--- src/hdl/dbg_pkg.sv ---
`default_nettype none

package dbg_pkg;

	// uart bit timing
	localparam int CLKS_PER_BIT = 16;
	localparam int TICK_W = $clog2(CLKS_PER_BIT);
	// reload values for the bit timers, counted down to zero
	localparam logic [TICK_W-1:0] TICK_LAST = TICK_W'(CLKS_PER_BIT - 1);
	localparam logic [TICK_W-1:0] TICK_HALF = TICK_W'(CLKS_PER_BIT / 2 - 1);

	// lane bank geometry
	localparam int NUM_LANES = 4;
	localparam int LANE_W = 2;
	localparam int ACC_W = 16;

	// per-lane command queue, also the dispatcher credit budget
	localparam int QUEUE_DEPTH = 2;
	localparam int PTR_W = $clog2(QUEUE_DEPTH);
	localparam int CRED_W = $clog2(QUEUE_DEPTH + 1);
	localparam logic [CRED_W-1:0] CRED_INIT = CRED_W'(QUEUE_DEPTH);

	// opcodes, anything above OP_READ is dropped
	localparam logic [3:0] OP_LOAD = 4'd0;
	localparam logic [3:0] OP_ADD = 4'd1;
	localparam logic [3:0] OP_XOR = 4'd2;
	localparam logic [3:0] OP_SHIFT = 4'd3;
	localparam logic [3:0] OP_READ = 4'd4;

	// one 32-bit command, two views of the low 26 bits
	typedef union packed {
		struct packed {
			logic [3:0] op;
			logic [LANE_W-1:0] lane;
			logic [9:0] rsvd;
			logic [ACC_W-1:0] operand;
		} arith_s;
		struct packed {
			logic [3:0] op;
			logic [LANE_W-1:0] lane;
			// 0 shifts left
			logic dir;
			logic [3:0] amount;
			logic [20:0] rsvd;
		} shift_s;
	} cmd_word_u;

endpackage

`default_nettype wire

--- src/hdl/acc_lane.sv ---
`timescale 1ns/1ps
`default_nettype none

module acc_lane (
	input logic clk,
	input logic rst_n,
	input dbg_pkg::cmd_word_u cmd_word,
	input logic cmd_valid,
	output logic cmd_credit,
	output logic rsp_valid,
	output logic [dbg_pkg::ACC_W-1:0] rsp_data,
	input logic rsp_credit,
	output logic [dbg_pkg::ACC_W-1:0] acc
);

	// small command queue
	dbg_pkg::cmd_word_u q_mem [dbg_pkg::QUEUE_DEPTH];
	logic [dbg_pkg::PTR_W-1:0] wr_ptr;
	logic [dbg_pkg::PTR_W-1:0] rd_ptr;
	logic [dbg_pkg::CRED_W-1:0] q_cnt;
	dbg_pkg::cmd_word_u head;
	// one response slot downstream
	logic rsp_cred;
	logic head_read;
	logic pop;
	logic pop_read;

	assign head = q_mem[rd_ptr];
	assign head_read = head.arith_s.op == dbg_pkg::OP_READ;
	// a READ stalls until the collector has room
	assign pop = (q_cnt != '0) && (!head_read || rsp_cred);
	assign pop_read = pop && head_read;
	// each pop frees a dispatcher credit
	assign cmd_credit = pop;

	always_ff @(posedge clk) begin
		if (cmd_valid)
			q_mem[wr_ptr] <= cmd_word;
		// value before any update, READ leaves acc alone
		if (pop_read)
			rsp_data <= acc;
	end

	always_ff @(posedge clk or negedge rst_n) begin
		if (!rst_n) begin
			wr_ptr <= '0;
			rd_ptr <= '0;
			q_cnt <= '0;
		end else begin
			if (cmd_valid)
				wr_ptr <= wr_ptr + 1'b1;
			if (pop)
				rd_ptr <= rd_ptr + 1'b1;
			case ({cmd_valid, pop})
				2'b10: q_cnt <= q_cnt + 1'b1;
				2'b01: q_cnt <= q_cnt - 1'b1;
				default: q_cnt <= q_cnt;
			endcase
		end
	end

	always_ff @(posedge clk or negedge rst_n) begin
		if (!rst_n) begin
			acc <= '0;
			rsp_cred <= 1'b1;
			rsp_valid <= 1'b0;
		end else begin
			rsp_valid <= pop_read;
			// credit comes back once the slot has drained
			rsp_cred <= (rsp_cred & ~pop_read) | rsp_credit;
			if (pop) begin
				case (head.arith_s.op)
					dbg_pkg::OP_LOAD: acc <= head.arith_s.operand;
					dbg_pkg::OP_ADD: acc <= acc + head.arith_s.operand;
					dbg_pkg::OP_XOR: acc <= acc ^ head.arith_s.operand;
					dbg_pkg::OP_SHIFT: begin
						// logical, zero fill either way
						if (head.shift_s.dir)
							acc <= acc >> head.shift_s.amount;
						else
							acc <= acc << head.shift_s.amount;
					end
					default: acc <= acc;
				endcase
			end
		end
	end

endmodule

`default_nettype wire

--- src/hdl/acc_top.sv ---
`timescale 1ns/1ps
`default_nettype none

module acc_top (
	input logic clk,
	input logic rst_n,
	input logic rx,
	output logic tx,
	output logic [7:0] led
);

	// receiver to dispatcher
	logic [7:0] rx_data;
	logic rx_valid;
	// dispatcher to lanes
	dbg_pkg::cmd_word_u cmd_word;
	logic [dbg_pkg::NUM_LANES-1:0] cmd_valid;
	logic [dbg_pkg::NUM_LANES-1:0] cmd_credit;
	// lanes to collector
	logic [dbg_pkg::NUM_LANES-1:0] rsp_valid;
	logic [dbg_pkg::NUM_LANES*dbg_pkg::ACC_W-1:0] rsp_data;
	logic [dbg_pkg::NUM_LANES-1:0] rsp_credit;
	logic [dbg_pkg::ACC_W-1:0] lane_acc [dbg_pkg::NUM_LANES];
	// collector to transmitter
	logic [7:0] tx_data;
	logic tx_start;
	logic tx_busy;

	// lane 0 shows on the board
	assign led = lane_acc[0][7:0];

	uart_rx u_rx (
		.clk(clk),
		.rst_n(rst_n),
		.rx(rx),
		.rx_data(rx_data),
		.rx_valid(rx_valid)
	);

	cmd_dispatch u_disp (
		.clk(clk),
		.rst_n(rst_n),
		.rx_data(rx_data),
		.rx_valid(rx_valid),
		.cmd_word(cmd_word),
		.cmd_valid(cmd_valid),
		.cmd_credit(cmd_credit)
	);

	genvar i;
	generate
		for (i = 0; i < dbg_pkg::NUM_LANES; i++) begin : g_lane
			acc_lane u_lane (
				.clk(clk),
				.rst_n(rst_n),
				.cmd_word(cmd_word),
				.cmd_valid(cmd_valid[i]),
				.cmd_credit(cmd_credit[i]),
				.rsp_valid(rsp_valid[i]),
				.rsp_data(rsp_data[i*dbg_pkg::ACC_W +: dbg_pkg::ACC_W]),
				.rsp_credit(rsp_credit[i]),
				.acc(lane_acc[i])
			);
		end
	endgenerate

	rsp_collect u_coll (
		.clk(clk),
		.rst_n(rst_n),
		.rsp_valid(rsp_valid),
		.rsp_data(rsp_data),
		.rsp_credit(rsp_credit),
		.tx_data(tx_data),
		.tx_start(tx_start),
		.tx_busy(tx_busy)
	);

	uart_tx u_tx (
		.clk(clk),
		.rst_n(rst_n),
		.tx_data(tx_data),
		.tx_start(tx_start),
		.tx(tx),
		.tx_busy(tx_busy)
	);

endmodule

`default_nettype wire

--- src/hdl/cmd_dispatch.sv ---
`timescale 1ns/1ps
`default_nettype none

module cmd_dispatch (
	input logic clk,
	input logic rst_n,
	input logic [7:0] rx_data,
	input logic rx_valid,
	output dbg_pkg::cmd_word_u cmd_word,
	output logic [dbg_pkg::NUM_LANES-1:0] cmd_valid,
	input logic [dbg_pkg::NUM_LANES-1:0] cmd_credit
);

	// byte assembly
	logic [1:0] byte_cnt;
	dbg_pkg::cmd_word_u word_q;
	// full word waiting for issue
	logic pending;
	// one credit counter per lane
	logic [dbg_pkg::CRED_W-1:0] credit_cnt [dbg_pkg::NUM_LANES];
	// decode of the held word
	logic [dbg_pkg::LANE_W-1:0] tgt;
	logic [3:0] op;
	logic op_ok;
	logic has_credit;
	logic take_byte;

	// bytes during a stall are lost
	assign take_byte = rx_valid && !pending;

	assign op = word_q.arith_s.op;
	assign tgt = word_q.arith_s.lane;
	assign op_ok = (op == dbg_pkg::OP_LOAD) || (op == dbg_pkg::OP_ADD) ||
		(op == dbg_pkg::OP_XOR) || (op == dbg_pkg::OP_SHIFT) ||
		(op == dbg_pkg::OP_READ);
	assign has_credit = credit_cnt[tgt] != '0;

	assign cmd_word = word_q;

	// issue straight from the held word
	always_comb begin
		cmd_valid = '0;
		if (pending && op_ok && has_credit)
			cmd_valid[tgt] = 1'b1;
	end

	// lsb first, so each byte goes in at the top
	always_ff @(posedge clk) begin
		if (take_byte)
			word_q <= {rx_data, word_q[31:8]};
	end

	always_ff @(posedge clk or negedge rst_n) begin
		if (!rst_n) begin
			byte_cnt <= 2'd0;
			pending <= 1'b0;
		end else begin
			if (take_byte) begin
				byte_cnt <= byte_cnt + 1'b1;
				// fourth byte completes the word
				if (byte_cnt == 2'd3)
					pending <= 1'b1;
			end else if (pending && (!op_ok || has_credit)) begin
				// issued, or dropped as a bad opcode
				pending <= 1'b0;
			end
		end
	end

	always_ff @(posedge clk or negedge rst_n) begin
		if (!rst_n) begin
			for (int i = 0; i < dbg_pkg::NUM_LANES; i++)
				credit_cnt[i] <= dbg_pkg::CRED_INIT;
		end else begin
			for (int i = 0; i < dbg_pkg::NUM_LANES; i++) begin
				// issue and return together cancel out
				case ({cmd_valid[i], cmd_credit[i]})
					2'b10: credit_cnt[i] <= credit_cnt[i] - 1'b1;
					2'b01: credit_cnt[i] <= credit_cnt[i] + 1'b1;
					default: credit_cnt[i] <= credit_cnt[i];
				endcase
			end
		end
	end

endmodule

`default_nettype wire

--- src/hdl/rsp_collect.sv ---
`timescale 1ns/1ps
`default_nettype none

module rsp_collect (
	input logic clk,
	input logic rst_n,
	input logic [dbg_pkg::NUM_LANES-1:0] rsp_valid,
	input logic [dbg_pkg::NUM_LANES*dbg_pkg::ACC_W-1:0] rsp_data,
	output logic [dbg_pkg::NUM_LANES-1:0] rsp_credit,
	output logic [7:0] tx_data,
	output logic tx_start,
	input logic tx_busy
);

	// one response slot per lane
	logic [dbg_pkg::NUM_LANES-1:0] slot_full;
	logic [dbg_pkg::ACC_W-1:0] slot_data [dbg_pkg::NUM_LANES];
	// round robin state
	logic [dbg_pkg::LANE_W-1:0] rr_ptr;
	logic [dbg_pkg::LANE_W-1:0] pick;
	logic pick_ok;
	// granted slot
	logic active;
	logic [dbg_pkg::LANE_W-1:0] cur;
	logic hi_phase;
	logic send_go;

	// tx_start still high means busy has not risen yet
	assign send_go = active && !tx_busy && !tx_start;

	// first full slot at or after the pointer
	always_comb begin
		logic [dbg_pkg::LANE_W-1:0] idx;
		pick = rr_ptr;
		pick_ok = 1'b0;
		idx = rr_ptr;
		for (int k = dbg_pkg::NUM_LANES - 1; k >= 0; k--) begin
			idx = rr_ptr + k[dbg_pkg::LANE_W-1:0];
			if (slot_full[idx]) begin
				pick = idx;
				pick_ok = 1'b1;
			end
		end
	end

	always_ff @(posedge clk) begin
		for (int i = 0; i < dbg_pkg::NUM_LANES; i++) begin
			if (rsp_valid[i])
				slot_data[i] <= rsp_data[i*dbg_pkg::ACC_W +: dbg_pkg::ACC_W];
		end
		// low byte first
		if (send_go)
			tx_data <= hi_phase ? slot_data[cur][15:8] : slot_data[cur][7:0];
	end

	always_ff @(posedge clk or negedge rst_n) begin
		if (!rst_n) begin
			slot_full <= '0;
			rr_ptr <= '0;
			active <= 1'b0;
			cur <= '0;
			hi_phase <= 1'b0;
			tx_start <= 1'b0;
			rsp_credit <= '0;
		end else begin
			tx_start <= 1'b0;
			rsp_credit <= '0;
			// a lane only sends when its slot is free
			for (int i = 0; i < dbg_pkg::NUM_LANES; i++) begin
				if (rsp_valid[i])
					slot_full[i] <= 1'b1;
			end
			if (!active) begin
				if (pick_ok) begin
					active <= 1'b1;
					cur <= pick;
					hi_phase <= 1'b0;
				end
			end else if (send_go) begin
				tx_start <= 1'b1;
				if (!hi_phase) begin
					hi_phase <= 1'b1;
				end else begin
					// high byte starting, slot is done
					slot_full[cur] <= 1'b0;
					rsp_credit[cur] <= 1'b1;
					active <= 1'b0;
					rr_ptr <= cur + 1'b1;
				end
			end
		end
	end

endmodule

`default_nettype wire

--- src/hdl/uart_rx.sv ---
`timescale 1ns/1ps
`default_nettype none

module uart_rx (
	input logic clk,
	input logic rst_n,
	input logic rx,
	output logic [7:0] rx_data,
	output logic rx_valid
);

	// two-flop synchronizer on the line
	logic rx_meta;
	logic rx_sync;
	// frame tracking
	logic active;
	logic [3:0] bit_idx;
	logic [dbg_pkg::TICK_W-1:0] tick_cnt;
	logic [7:0] shift;
	logic sample;

	// timer hits zero in the middle of a bit
	assign sample = active && (tick_cnt == '0);

	always_ff @(posedge clk or negedge rst_n) begin
		if (!rst_n) begin
			rx_meta <= 1'b1;
			rx_sync <= 1'b1;
		end else begin
			rx_meta <= rx;
			rx_sync <= rx_meta;
		end
	end

	always_ff @(posedge clk or negedge rst_n) begin
		if (!rst_n) begin
			active <= 1'b0;
			bit_idx <= 4'd0;
			tick_cnt <= '0;
			rx_valid <= 1'b0;
		end else begin
			rx_valid <= 1'b0;
			if (!active) begin
				// falling edge on an idle line, go look at mid start bit
				if (!rx_sync) begin
					active <= 1'b1;
					bit_idx <= 4'd0;
					tick_cnt <= dbg_pkg::TICK_HALF;
				end
			end else if (tick_cnt != '0) begin
				tick_cnt <= tick_cnt - 1'b1;
			end else begin
				tick_cnt <= dbg_pkg::TICK_LAST;
				if (bit_idx == 4'd0 && rx_sync) begin
					// glitch, not a real start bit
					active <= 1'b0;
				end else if (bit_idx == 4'd9) begin
					// stop bit must be high
					active <= 1'b0;
					rx_valid <= rx_sync;
				end else begin
					bit_idx <= bit_idx + 1'b1;
				end
			end
		end
	end

	// data bits arrive lsb first
	always_ff @(posedge clk) begin
		if (sample && bit_idx != 4'd0 && bit_idx != 4'd9)
			shift <= {rx_sync, shift[7:1]};
		if (sample && bit_idx == 4'd9 && rx_sync)
			rx_data <= shift;
	end

endmodule

`default_nettype wire

--- src/hdl/uart_tx.sv ---
`timescale 1ns/1ps
`default_nettype none

module uart_tx (
	input logic clk,
	input logic rst_n,
	input logic [7:0] tx_data,
	input logic tx_start,
	output logic tx,
	output logic tx_busy
);

	// stop, data, start, shifted out from bit 0
	logic [9:0] frame;
	logic [3:0] bit_idx;
	logic [dbg_pkg::TICK_W-1:0] tick_cnt;

	// all ones when idle keeps the line high
	assign tx = frame[0];

	always_ff @(posedge clk or negedge rst_n) begin
		if (!rst_n) begin
			frame <= '1;
			bit_idx <= 4'd0;
			tick_cnt <= '0;
			tx_busy <= 1'b0;
		end else begin
			if (!tx_busy) begin
				if (tx_start) begin
					frame <= {1'b1, tx_data, 1'b0};
					bit_idx <= 4'd0;
					tick_cnt <= dbg_pkg::TICK_LAST;
					tx_busy <= 1'b1;
				end
			end else if (tick_cnt != '0) begin
				tick_cnt <= tick_cnt - 1'b1;
			end else begin
				// next bit, ones fill in behind
				frame <= {1'b1, frame[9:1]};
				tick_cnt <= dbg_pkg::TICK_LAST;
				if (bit_idx == 4'd9)
					tx_busy <= 1'b0;
				else
					bit_idx <= bit_idx + 1'b1;
			end
		end
	end

endmodule

`default_nettype wire

--- config.mk ---
export PLATFORM = sky130hd
export DESIGN_NAME = acc_top
export DESIGN_NICKNAME = d
export VERILOG_FILES = /design/src/hdl/dbg_pkg.sv /design/src/hdl/acc_lane.sv /design/src/hdl/acc_top.sv /design/src/hdl/cmd_dispatch.sv /design/src/hdl/rsp_collect.sv /design/src/hdl/uart_rx.sv /design/src/hdl/uart_tx.sv
export SDC_FILE = /design/constraint.sdc
export NUM_CORES = 1
export LEC_CHECK = 0
export BUFFER_PORTS_ARGS = -buffer_cell sky130_fd_sc_hd__buf_4
export CAP_MARGIN = 20
export CORE_MARGIN = 2
export CORE_UTILIZATION = 30
export CTS_BUF_LIST = sky130_fd_sc_hd__clkbuf_4 sky130_fd_sc_hd__clkbuf_8 sky130_fd_sc_hd__clkbuf_16
export DETAILED_ROUTE_END_ITERATION = 8
export PLACE_DENSITY = 0.47
export SLEW_MARGIN = 5
export SYNTH_ARGS = -nofsm -noshare
export SYNTH_HDL_FRONTEND = slang
export SYNTH_HIERARCHICAL = 1
export SYNTH_SLANG_ARGS = --single-unit
--- constraint.sdc ---
create_clock -name clk -period 4.1 [get_ports clk]
set_input_delay 0.41 -clock clk [delete_from_list [all_inputs] [get_ports clk]]
set_output_delay 0.41 -clock clk [all_outputs]
set_load 0.02 [all_outputs]
Word-level counts from Yosys, hierarchy flattened. Memory sizes are Yosys's and may differ from the RTL's. Cells that the tools add are included. W data, S select, Z words.

Register bits after elaboration: 265. Bits in writable memories: 320. Input bits: 3. Word-level logic and storage cells: 360. Memories kept: 5.

Add/subtract/negate cells: 37. $lt $le $gt $ge: 9. Equality and inequality tests: 40. Shift-type cells: 8. Mux-type cells: 110. Bitwise operators: 20. Reductions and logical operators: 76.

Memory list: g_lane[0].u_lane.q_mem (depth 2, bits a word 32, read ports 1, clocked after memory_dff 0, wr ports 1, RTL line acc_lane.sv:17) `dbg_pkg::cmd_word_u q_mem [dbg_pkg::QUEUE_DEPTH];`; g_lane[1].u_lane.q_mem (depth 2, bits a word 32, read ports 1, clocked after memory_dff 0, wr ports 1, RTL line acc_lane.sv:17); g_lane[2].u_lane.q_mem (depth 2, bits a word 32, read ports 1, clocked after memory_dff 0, wr ports 1, RTL line acc_lane.sv:17); g_lane[3].u_lane.q_mem (depth 2, bits a word 32, read ports 1, clocked after memory_dff 0, wr ports 1, RTL line acc_lane.sv:17); u_coll.slot_data (depth 4, bits a word 16, read ports 1, clocked after memory_dff 0, wr ports 4, RTL line rsp_collect.sv:17) `logic [dbg_pkg::ACC_W-1:0] slot_data [dbg_pkg::NUM_LANES];`.

Operator list (number): $pmux W16 S4 (4); $mux W4 (22); $add A16 B16 Y16 (4); $mux W16 (4); $shl A16 B4 Y16 (4); $shr A16 B4 Y16 (4); $xor A16 B16 Y16 (4); $mux W1 (55); $eq A4 B2 Y1 const B (10); $pmux W2 S2 (8); $mux W10 (3); $logic_not A4 Y1 (7); $reduce_bool A4 Y1 (7); $reduce_bool A2 Y1 (12); $add A2 B1 Y2 const B (11); $logic_and A1 B1 Y1 (22); $eq A4 B1 Y1 const B (5); $eq A4 B3 Y1 const B (5); $lt A2 B3 Y1 const B (6); $ne A2 B2 Y1 const B (8); $reduce_and A2 Y1 (8); $sub A2 B1 Y2 const B (8); $mux W2 (6); $eq A2 B2 Y1 const B (5); other kinds (23) (68).

Depth between registers and ports, before layout. Gate-level depths: netlist (run 1).

Depth in word-level cells: 10. Gate-level depth with buffers: 15. Gate-level depth less buffers: 11.

Hierarchy. Netlist (run 1), hierarchy kept.

Modules (own cells, without submodules): acc_lane at g_lane[1].u_lane (instances 1, cells each 595, area an instance 6097.1 um2, sequential area each 2533.7 um2); acc_lane at g_lane[3].u_lane (instances 1, cells each 591, area an instance 6027.0 um2, sequential area each 2533.7 um2); acc_lane at g_lane[2].u_lane (instances 1, cells each 577, area an instance 5868.1 um2, sequential area each 2533.7 um2); acc_lane at g_lane[0].u_lane (instances 1, cells each 576, area an instance 5791.8 um2, sequential area each 2533.7 um2); rsp_collect (instances 1, cells each 162, area an instance 3365.7 um2, sequential area each 2537.4 um2); cmd_dispatch (instances 1, cells each 85, area an instance 1581.5 um2, sequential area each 1241.2 um2); uart_rx (instances 1, cells each 76, area an instance 1118.6 um2, sequential area each 783.3 um2); uart_tx (instances 1, cells each 89, area an instance 970.9 um2, sequential area each 461.7 um2).

Least setup slack after synthesis (run 1). OpenSTA, ideal clock, no wires.

Path type: flip-flop to flip-flop. Start point: register g_lane[3].u_lane.rd_ptr. End point: register g_lane[3].u_lane/rsp_data[0] (netlist bit), enable pin. Setup time: 0.436 ns. Arrival time: 3.209 ns. Required time: 3.664 ns. Path slack: 0.455 ns. Stages on the path, launching flop included: 8. Path buffers: 4. Clock period less this slack: 3.645 ns. Path through: dfrtp_1 > buf_6 > buf_12 > buf_6 > buf_4 > a21oi_1 > nand2_1 > nor4_1.

Longest elaborated chain between the ends: 6.

RTL lines: start, declared (RTL line acc_lane.sv:19) `logic [dbg_pkg::PTR_W-1:0] rd_ptr;`; start signal, assigned (RTL line acc_lane.sv:53) `rd_ptr <= rd_ptr + 1'b1;`; $mem_v2 Z2 W32 *; $eq A4 B3 Y1 * (RTL line acc_lane.sv:29) `assign head_read = head.arith_s.op == dbg_pkg::OP_READ;`; $logic_not A1 Y1 (RTL line acc_lane.sv:31) `assign pop = (q_cnt != '0) && (!head_read || rsp_cred);`; $logic_or A1 B1 Y1 (RTL line acc_lane.sv:31); $logic_and A1 B1 Y1 (RTL line acc_lane.sv:31); $logic_and A1 B1 Y1 * (RTL line acc_lane.sv:32) `assign pop_read = pop && head_read;`; via g_lane[3].u_lane.pop_read (RTL line acc_lane.sv:26) `logic pop_read;`; end signal, assigned (RTL line acc_lane.sv:41) `rsp_data <= acc;`; end, declared (RTL line acc_lane.sv:11) `output logic [dbg_pkg::ACC_W-1:0] rsp_data,`.

The timed path passes the listed nets; every way through them passes the cells marked *. A chain may end at the register's enable or synchronous reset.

Worst setup path in the final report (run 1).
Start point: register g_lane[2].u_lane.rd_ptr. End point: register g_lane[2].u_lane/acc[15] (netlist bit).

Longest elaborated chain between the ends: 6. Elaborated cells on any way between the ends: 17.

RTL lines: start, declared (RTL line acc_lane.sv:19); start signal, assigned (RTL line acc_lane.sv:53); $mem_v2 Z2 W32 *; parallel branches: the longest is 5 deep, another holds $add A16 B16 Y16; end signal, assigned (RTL line acc_lane.sv:73) `dbg_pkg::OP_LOAD: acc <= head.arith_s.operand;`; end signal, assigned (RTL line acc_lane.sv:74) `dbg_pkg::OP_ADD: acc <= acc + head.arith_s.operand;`; end signal, assigned (RTL line acc_lane.sv:75) `dbg_pkg::OP_XOR: acc <= acc ^ head.arith_s.operand;`; end, declared (RTL line acc_lane.sv:13) `output logic [dbg_pkg::ACC_W-1:0] acc`.

Mark *: on every way between the ends.

==> summary.md, run 1 <==
| Metric | Value |
|---|---|
| Worst-Skew Late Latency | `0.66 ns` |
| Worst VDD drop | `roughly 0.36 mV` |
| Placed Instances | `4055` |
| Post-synth ARST share | `about 27%` |
| Vias in the first global route | `23289` |
| Int Pwr | `slightly below 9 mW` |
| CTS Root Cell | `clkbuf_16` |
| Crit Path Max Fanout | `31` |
| Power share of the clock group | `a little under half` |
| Sequential Area | `0.01516 mm²` |
| Synth Register Bits | `528` |
| Die ar. | `0.1053 mm²` |
| Hold crit path type | `reg -> reg` |
| Initial antenna violation count | `14` |
| Hold_ws | `0.3559 ns` |
| Setup Crit Path Kind | `reg -> reg` |
| H-tree depth | `2` |
| Synth Area in Compound Gates | `approximately 15%` |
| Achievable frequency | `just under 300 MHz` |
| Footprint of the multi-input gates | `0.01461 mm²` |
| Syn Area/Cell | `11.20 µm²` |
| Logic pwr share | `1.6%` |
| IO buf count | `11` |
| Initial core utilization | `30.25%` |
| Total Wirelength | `102.5 mm` |
| Warnings from Yosys | `6` |
| Row count | `117` |
| Largest family of logic cells by synthesized area | `compound AO/OA/AOI/OAI gates` |
| Max Buffers Root-to-Sink | `3` |
| Synthesized Nets | `2838` |
| Final ANT Viol Nets | `0` |
| Post-synth EDFFs | `384` |
| Post-Synth Adder-Cell Area | `3.507%` |
| Final Hold Viols | `0` |
| First-pass GRT wire length | `~150 mm` |
| CP peak stage delay | `0.60 ns` |
| Clk_skew | `about 0.038 ns` |
| Layout area overhead | `11.69%` |
| Dpl hpwl | `71.75 mm` |
| Via count | `23704` |
| Flop pwr share | `50.7%` |
| Clock transition at the registers of the reported paths | `0.06 ns` |
| Status | `finished, final reports clean` |
| Post-synthesis sequential area ratio | `49.18%` |
| RSZ-0062 raised after global routing | `no` |
| # setup viols final | `0` |
| Top post-synthesis cells by area | `edfxtp_1 (37%), dfrtp_1 (10%), mux2i_1 (6.7%)` |
| Syn Inst Count | `2751` |
| Final Wtd Congestion | `0.9480` |
| Psw | `2.469 mW` |
| WP data arrival | `3.95 ns` |
| Die height | `between 300 and 400 µm` |
| DRC Markers | `0` |
| DR vias/cell | `5.674` |
| Net Sw Frac | `21.68%` |
| Cell Area, Placed | `0.03239 mm²` |
| Core ar. | `0.1019 mm²` |
| Slack of the worst reg-to-reg path | `0.67 ns` |
| MaxCap Viol Count | `0` |
| Share of the synthesized area in the top cell type | `between 30% and 40%` |
| Worst setup margin | `~0.67 ns` |
| CTS Buf Count | `between 50 and 60` |
| Final Critical Period | `3.432 ns` |
| Die width | `324.5 µm` |
| CP max stage cell | `dfrtp_2` |
| IO Pins | `12` |
| Finished Cell Area | `~0.034 mm²` |
| Clock Sinks | `between 500 and 600` |
| DR iter-0 viols | `2565` |
| Final max-slew violation count | `0` |
| Mux cell area share after synthesis | `between 10% and 20%` |
| Synth cell types | `113` |
| Most used cell along the critical path | `mux2_2` |
| Worst-Margin Slew | `1.070 ns` |
| P_leak | `11.95 nW` |
| Share of cells above drive strength 1 | `14.00%` |
| Post-synthesis xor/xnor area fraction | `1.336%` |
| CTS tree | `built` |
| Pwr per Cell Area | `330.9 mW/mm²` |
| Setup TNS | `0 ns` |
| Fillers | `~10000` |
| Post-Place Setup Slack | `0.6899 ns` |
| Cell Area, Synth | `just over 0.03 mm²` |
| GR Util All Layers | `between 10% and 20%` |
| Crit end category | `flop` |
| Data required time of the critical path | `4.61 ns` |
| Final worst-path cycle share | `83.70%` |
| Post-synth top flop | `edfxtp_1` |
| Biggest area consumer among synthesized cells | `edfxtp_1` |
| CP cell instances | `buf_12, mux2_2, ha_1, a21oi_1, o21ai_0, a2111o_1, nand2_1, mux2_2, a311oi_1, o22ai_1` |
| Remaining Overflow, GRT | `0` |
| Critical Path Source Type | `flop` |
| First-pass DRT Iterations | `6` |
| Relative slew margins | `28.64%` |
| Post-Synth Simple-Gate Area | `12.56%` |
| Fin cells | `4178` |
| DR WL/cell | `24.54 µm` |
| Pin count of the biggest net entering global routing | `82` |
| Nets | `2837` |
worst max-delay path, delay by kind of cell (launching register included):
family                   cells  cell delay, ns
AO/OA/AOI/OAI                5            1.23
multiplexers                 2            0.74
flip-flops                   1            0.60
adder cells (fa/ha/maj)      1            0.35
buffers and inverters        1            0.27
AND/OR/NAND/NOR              1            0.12
flip-flops by register name, indices dropped and copies added, names as in the netlist, 4 cells and up:
| signal | flops |
|---|---|
| g_lane.u_lane/rsp_data | 64 |
| u_rx/tick_cnt | 4 |
| u_rx/bit_idx | 4 |
| g_lane.u_lane/wr_ptr | 4 |
| u_tx/frame | 9 |
| u_coll/slot_data | 64 |
| g_lane.u_lane/rd_ptr | 4 |
| u_rx/shift | 8 |
| g_lane.u_lane/acc | 64 |
| u_coll/rsp_credit | 4 |
| g_lane.u_lane/q_mem | 200 |
| g_lane.u_lane/rsp_valid | 4 |
| u_tx/tick_cnt | 4 |
| u_rx/rx_data | 8 |
| u_tx/bit_idx | 4 |
| g_lane.u_lane/rsp_cred | 4 |
| g_lane.u_lane/q_cnt | 8 |
| u_coll/slot_full | 4 |
| u_coll/tx_data | 8 |
| u_disp/cmd_word | 32 |
| u_disp/credit_cnt | 8 |
through the flow:
stage | total power, mW | util [%]
floorplan | 5.991 | -
global placement | 6.053 | 31.79
detailed placement | 6.071 | 31.79
CTS | 11.55 | 33.76
global route | 11.80 | 33.76
finish | 11.39 | 33.79
what timing repair did:
action                                  CTS  global route
endpoints found under the setup margin    0             0
gates resized for setup                   0             0
setup buffers                             0             0
hold endpoints to repair                 72             0
hold buffers                              2             0
per-layer routing:
layer / vias to the layer above / part of all wire (%) / GRT usage (%)
met5: - / 0.035 / 0
li1: 10641 / - / -
met3: 240 / 7.3 / 3.804
met2: 988 / 45 / 29.40
met1: 11831 / 44 / 25.69
met4: 4 / 4.1 / 8.092
area by class of cell:
| cell class | instances | share of cell area (%) |
|---|---|---|
| diodes | 9 | 0.06542 |
| clock inverters | 39 | 1.123 |
| repair buffers | 87 | 1.995 |
| flip-flops and latches | 528 | 44.04 |
| well taps | 1368 | 4.972 |
| inverters | 63 | 0.6869 |
| clock buffers | 73 | 4.667 |
| multi-input cells | 2011 | 42.45 |
cell families after synthesis:
kind of cell    Yosys count
flops                   528
simple gates            820
xor+xnor                 47
fa+ha+maj                84
compound gates          701
mux                     359
buf+inv                 212
power groups by stage:
stage          Combinational (mW)  Sequential (mW)  Clock (mW)
2_1_floorplan               0.131             5.86           0
3_3_place_gp                0.175             5.88           0
3_5_place_dp                0.189             5.88           0
4_1_cts                     0.190             5.77        5.59
5_1_grt                     0.216             5.78        5.80
6_report                    0.185             5.77        5.43
synthesized netlist by cell type, types with 9 or more instances:
cell / count
mux2i_1: 206
a21o_1: 24
mux2_4: 13
mux4_2: 18
nor2_1: 237
nand2b_1: 20
mux4_1: 19
nand3_1: 87
xor2_1: 22
nor3b_1: 10
o21ai_1: 9
xnor2_1: 25
a21oi_1: 143
o31a_1: 10
a21boi_0: 9
a22oi_1: 10
a311oi_1: 13
buf_2: 49
o21ai_0: 144
buf_4: 15
nor4_1: 13
nor3_1: 87
nand2_1: 229
o31ai_1: 19
nand4_1: 20
edfxtp_1: 384
a211oi_1: 26
mux2_2: 91
dfstp_2: 19
o211ai_1: 34
buf_6: 21
o21a_1: 12
nor2b_1: 16
a221oi_1: 17
inv_1: 63
o221ai_1: 11
dfrtp_1: 125
and2_1: 14
or3_1: 28
clkbuf_1: 56
and3_1: 18
o22ai_1: 56
a31oi_1: 47
mux2i_4: 9
ha_1: 80
cell usage in the layout (no fill, tap or decap), types with 22 or more instances in the layout:
cell type,n
edfxtp_1,384
nor2_1,233
nand2_1,229
mux2i_1,203
a21oi_1,143
o21ai_0,143
dfrtp_1,122
mux2_2,91
nand3_1,87
nor3_1,86
buf_4,82
ha_1,80
inv_1,63
clkbuf_16,59
o22ai_1,56
a31oi_1,47
o211ai_1,34
or3_1,28
a211oi_1,26
xnor2_1,25
a21o_1,24
xor2_1,22
path summary, 6_finish.rpt:
kind	depth (start not counted)	startpoint	to
setup / recovery	10	g_lane[2].u_lane/rd_ptr	g_lane[2].u_lane/acc[15]
hold / removal	0	u_rx/rx_meta	u_rx/rx_sync
setup reg to reg	10	g_lane[2].u_lane/rd_ptr	g_lane[2].u_lane/acc[15]
hold reg to reg	0	u_rx/rx_meta	u_rx/rx_sync
max in group asynchronous	3	rst_n	g_lane[2].u_lane/rd_ptr
min in group asynchronous	2	rst_n	g_lane[1].u_lane/acc[10]
(Power assumes the default switching activity.)
==> inputs of run 2 (changes only) <==
PLACE_DENSITY = 0.48   (was 0.47)
clock period = 3.1 ns   (was 4.1 ns; I/O delays follow)
==> run 2 against run 1 <==
Final area up 4.2%. Clock power is 34% higher. First-iteration DRC count fell by 4.5%. Hold slack got worse by 0.029 ns. Wire length grew 1.2%. Fmax rose by 12%. Worst setup slack got worse by 0.63 ns. Sequential share of layout area down 1.8 points. Via count grew 2.3%. Critical path depth unchanged. Clock skew down 0.025 ns. Final cell count up 3.4%. Largest cell class unchanged. Largest power group unchanged.
==> summary.md, run 2 (synthesized netlist as in run 1, its figures left out) <==
| Metric | Value |
|---|---|
| Worst-Margin Slew | `0.9591 ns` |
| Pin count of the biggest net entering global routing | `64` |
| Initial antenna violation count | `12` |
| Net Sw Frac | `20.73%` |
| Largest register FFs | `200` |
| DRC Markers | `0` |
| Fillers | `10149` |
| Worst-Skew Late Latency | `0.62 ns` |
| Layout area overhead | `16.39%` |
| CTS Root Cell | `clkbuf_16` |
| Core ar. | `0.1019 mm²` |
| Setup Crit Path Kind | `reg -> reg` |
| Die width | `324.5 µm` |
| R2R depth | `10` |
| Logic pwr share | `1.6%` |
| Met1 Routed Length | `~47 mm` |
| MaxCap Viol Count | `0` |
| Worst VDD drop | `between 0.4 and 0.5 mV` |
| Worst setup margin | `~0.035 ns` |
| Reg with most FFs | `g_lane.u_lane/q_mem` |
| Share of cells above drive strength 1 | `between 10% and 20%` |
| Pwr Total | `15.15 mW` |
| WP data arrival | `3.57 ns` |
| Nets | `2988` |
| Slack of the worst reg-to-reg path | `0.03 ns` |
| CTS Buf Count | `58` |
| Crit Path Max Fanout | `7` |
| Pwr per Cell Area | `422.5 mW/mm²` |
| Flop pwr share | `roughly half` |
| RSZ-0062 raised after global routing | `yes` |
| Final ANT Viol Nets | `0` |
| Clock transition at the registers of the reported paths | `0.06 ns` |
| Hold crit path type | `in -> async` |
| Vias in the first global route | `23504` |
| Achievable frequency | `about 330 MHz` |
| Commonest non-fill, non-tap cells in the layout | `edfxtp_1 (384), nor2_1 (233), nand2_1 (228)` |
| Die ar. | `0.1053 mm²` |
| Final worst-path cycle share | `just under 100%` |
| Final Wtd Congestion | `0.9345` |
| Data required time of the critical path | `roughly 3.6 ns` |
| CP cell instances | `buf_4, mux2_2, ha_1, nand2_1, o21ai_0, a2111o_1, nand2_2, mux2_2, a311oi_1, o22ai_1` |
| Int Pwr | `around 12 mW` |
| Psw | `3.142 mW` |
| Power share of the clock group | `between 40% and 50%` |
| Total Wirelength | `103.8 mm` |
| Critical Path Source Type | `flop` |
| CP peak stage delay | `0.48 ns` |
| Via count | `~24000` |
| Met2 WL | `48.24 mm` |
| Metal3 WL | `~6.5 mm` |
| First-pass GRT wire length | `155.1 mm` |
| Clk_skew | `0.01287 ns` |
| Initial core utilization | `30.25%` |
| H-tree depth | `2` |
| # setup viols final | `0` |
| IO Pins | `12` |
| DR vias/cell | `5.610` |
| Row count | `117` |
| Most used cell along the critical path | `mux2_2` |
| Top layer in use | `met4` |
| DR WL/cell | `~24 µm` |
| Remaining Overflow, GRT | `0` |
| Relative slew margins | `36.06%` |
| Final max-slew violation count | `0` |
| DR iter-0 viols | `between 2000 and 2500` |
| First-pass DRT Iterations | `6` |
| Die height | `324.5 µm` |
| Status | `finished, final reports clean` |
| IO buf count | `11` |
| Crit end category | `flop` |
| Clock Sinks | `528` |
| CP max stage cell | `dfrtp_2` |
| Post-Place Setup Slack | `0.03026 ns` |
| Final Critical Period | `a little over 3 ns` |
| GR Util All Layers | `19.09%` |
| Dpl hpwl | `75.28 mm` |
| CTS tree | `built` |
| Max Buffers Root-to-Sink | `3` |
| Most common cell after layout, fill and taps aside | `edfxtp_1` |
| P_leak | `12.78 nW` |
| Final Hold Viols | `0` |
-- run 2: changes by cell type in the layout (fill, tap and decap cells not counted), moves of 3 or more --
cell,delta
buf_4,+139
buf_12,+11
ha_1,-7
diode_2,-6
inv_6,-5
clkinvlp_4,+4
ha_4,+4
bufinv_16,+3
clkbuf_4,+3
clkinv_2,-3
ha_2,+3
-- run 2: what timing repair did --
item                                   in CTS  in global routing
gates cloned                                0                  0
setup buffers                               0                  3
gates resized for setup                     1                 14
endpoints found under the hold margin      50                  0
hold buffers                                2                  0
setup endpoints to repair                   1                 21
-- run 2: routing by layer --
metal,up-vias,GRT usage (%)
met4,0,4.660
li1,10967,-
met2,929,30.81
met1,12200,27.05
met5,-,0
met3,150,2.583
-- run 2: power by group through the flow --
stage               clock network (mW)  logic, mW  registers (mW)
global route                      7.73      0.283            7.64
finish                            7.27      0.250            7.64
CTS                               7.46      0.255            7.64
global placement                     0      0.232            7.77
floorplan                            0      0.173            7.75
detailed placement                   0      0.251            7.78
-- run 2: final cells by class --
cell class	instances	area, µm²	share of cell area, %
Clock buffer	74	1602	4.464
Antenna cell	3	7.507	0.02093
Timing Repair Buffer	239	1973	5.500
Sequential cell	528	15170	42.28
Tap cell	1368	1712	4.771
Multi-Input combinational cell	2011	14760	41.14
Inverter	63	236.5	0.6592
Clock inverter	36	420.4	1.172
-- run 2: worst max-delay path: cells and delay by family (launching register included) --
| family | cells | cell delay (ns) |
|---|---|---|
| flip-flops | 1 | 0.48 |
| multiplexers | 2 | 0.73 |
| adder cells (fa/ha/maj) | 1 | 0.35 |
| buffers and inverters | 1 | 0.20 |
| AO/OA/AOI/OAI | 4 | 0.92 |
| AND/OR/NAND/NOR | 2 | 0.27 |
-- run 2: worst paths after layout --
kind | startpoint | endpoint
setup / recovery | g_lane[2].u_lane/rd_ptr | g_lane[2].u_lane/acc[15]
hold / removal | rst_n | g_lane[0].u_lane/rsp_valid
setup reg to reg | g_lane[2].u_lane/rd_ptr | g_lane[2].u_lane/acc[15]
hold reg to reg | u_rx/rx_meta | u_rx/rx_sync
max in group asynchronous | rst_n | g_lane[2].u_lane/acc[13]
min in group clk | rx | u_rx/rx_meta
-- run 2: stage by stage --
step / utilization, % / cell area [µm²] / hold slack (ns) / cells / TNS, ns
6_report: 35.21 / 35870 / 0.3266 / 4322 / 0
2_1_floorplan: - / 30980 / 0.01441 / 2751 / 0
3_5_place_dp: 33.11 / 33740 / 0.3487 / 4204 / 0
4_1_cts: 35.12 / 35780 / 0.2944 / 4316 / 0
5_1_grt: 35.20 / 35870 / 0.3270 / 4319 / -0.1922
3_3_place_gp: 33.11 / 33740 / 0.3522 / 4204 / -0.04464
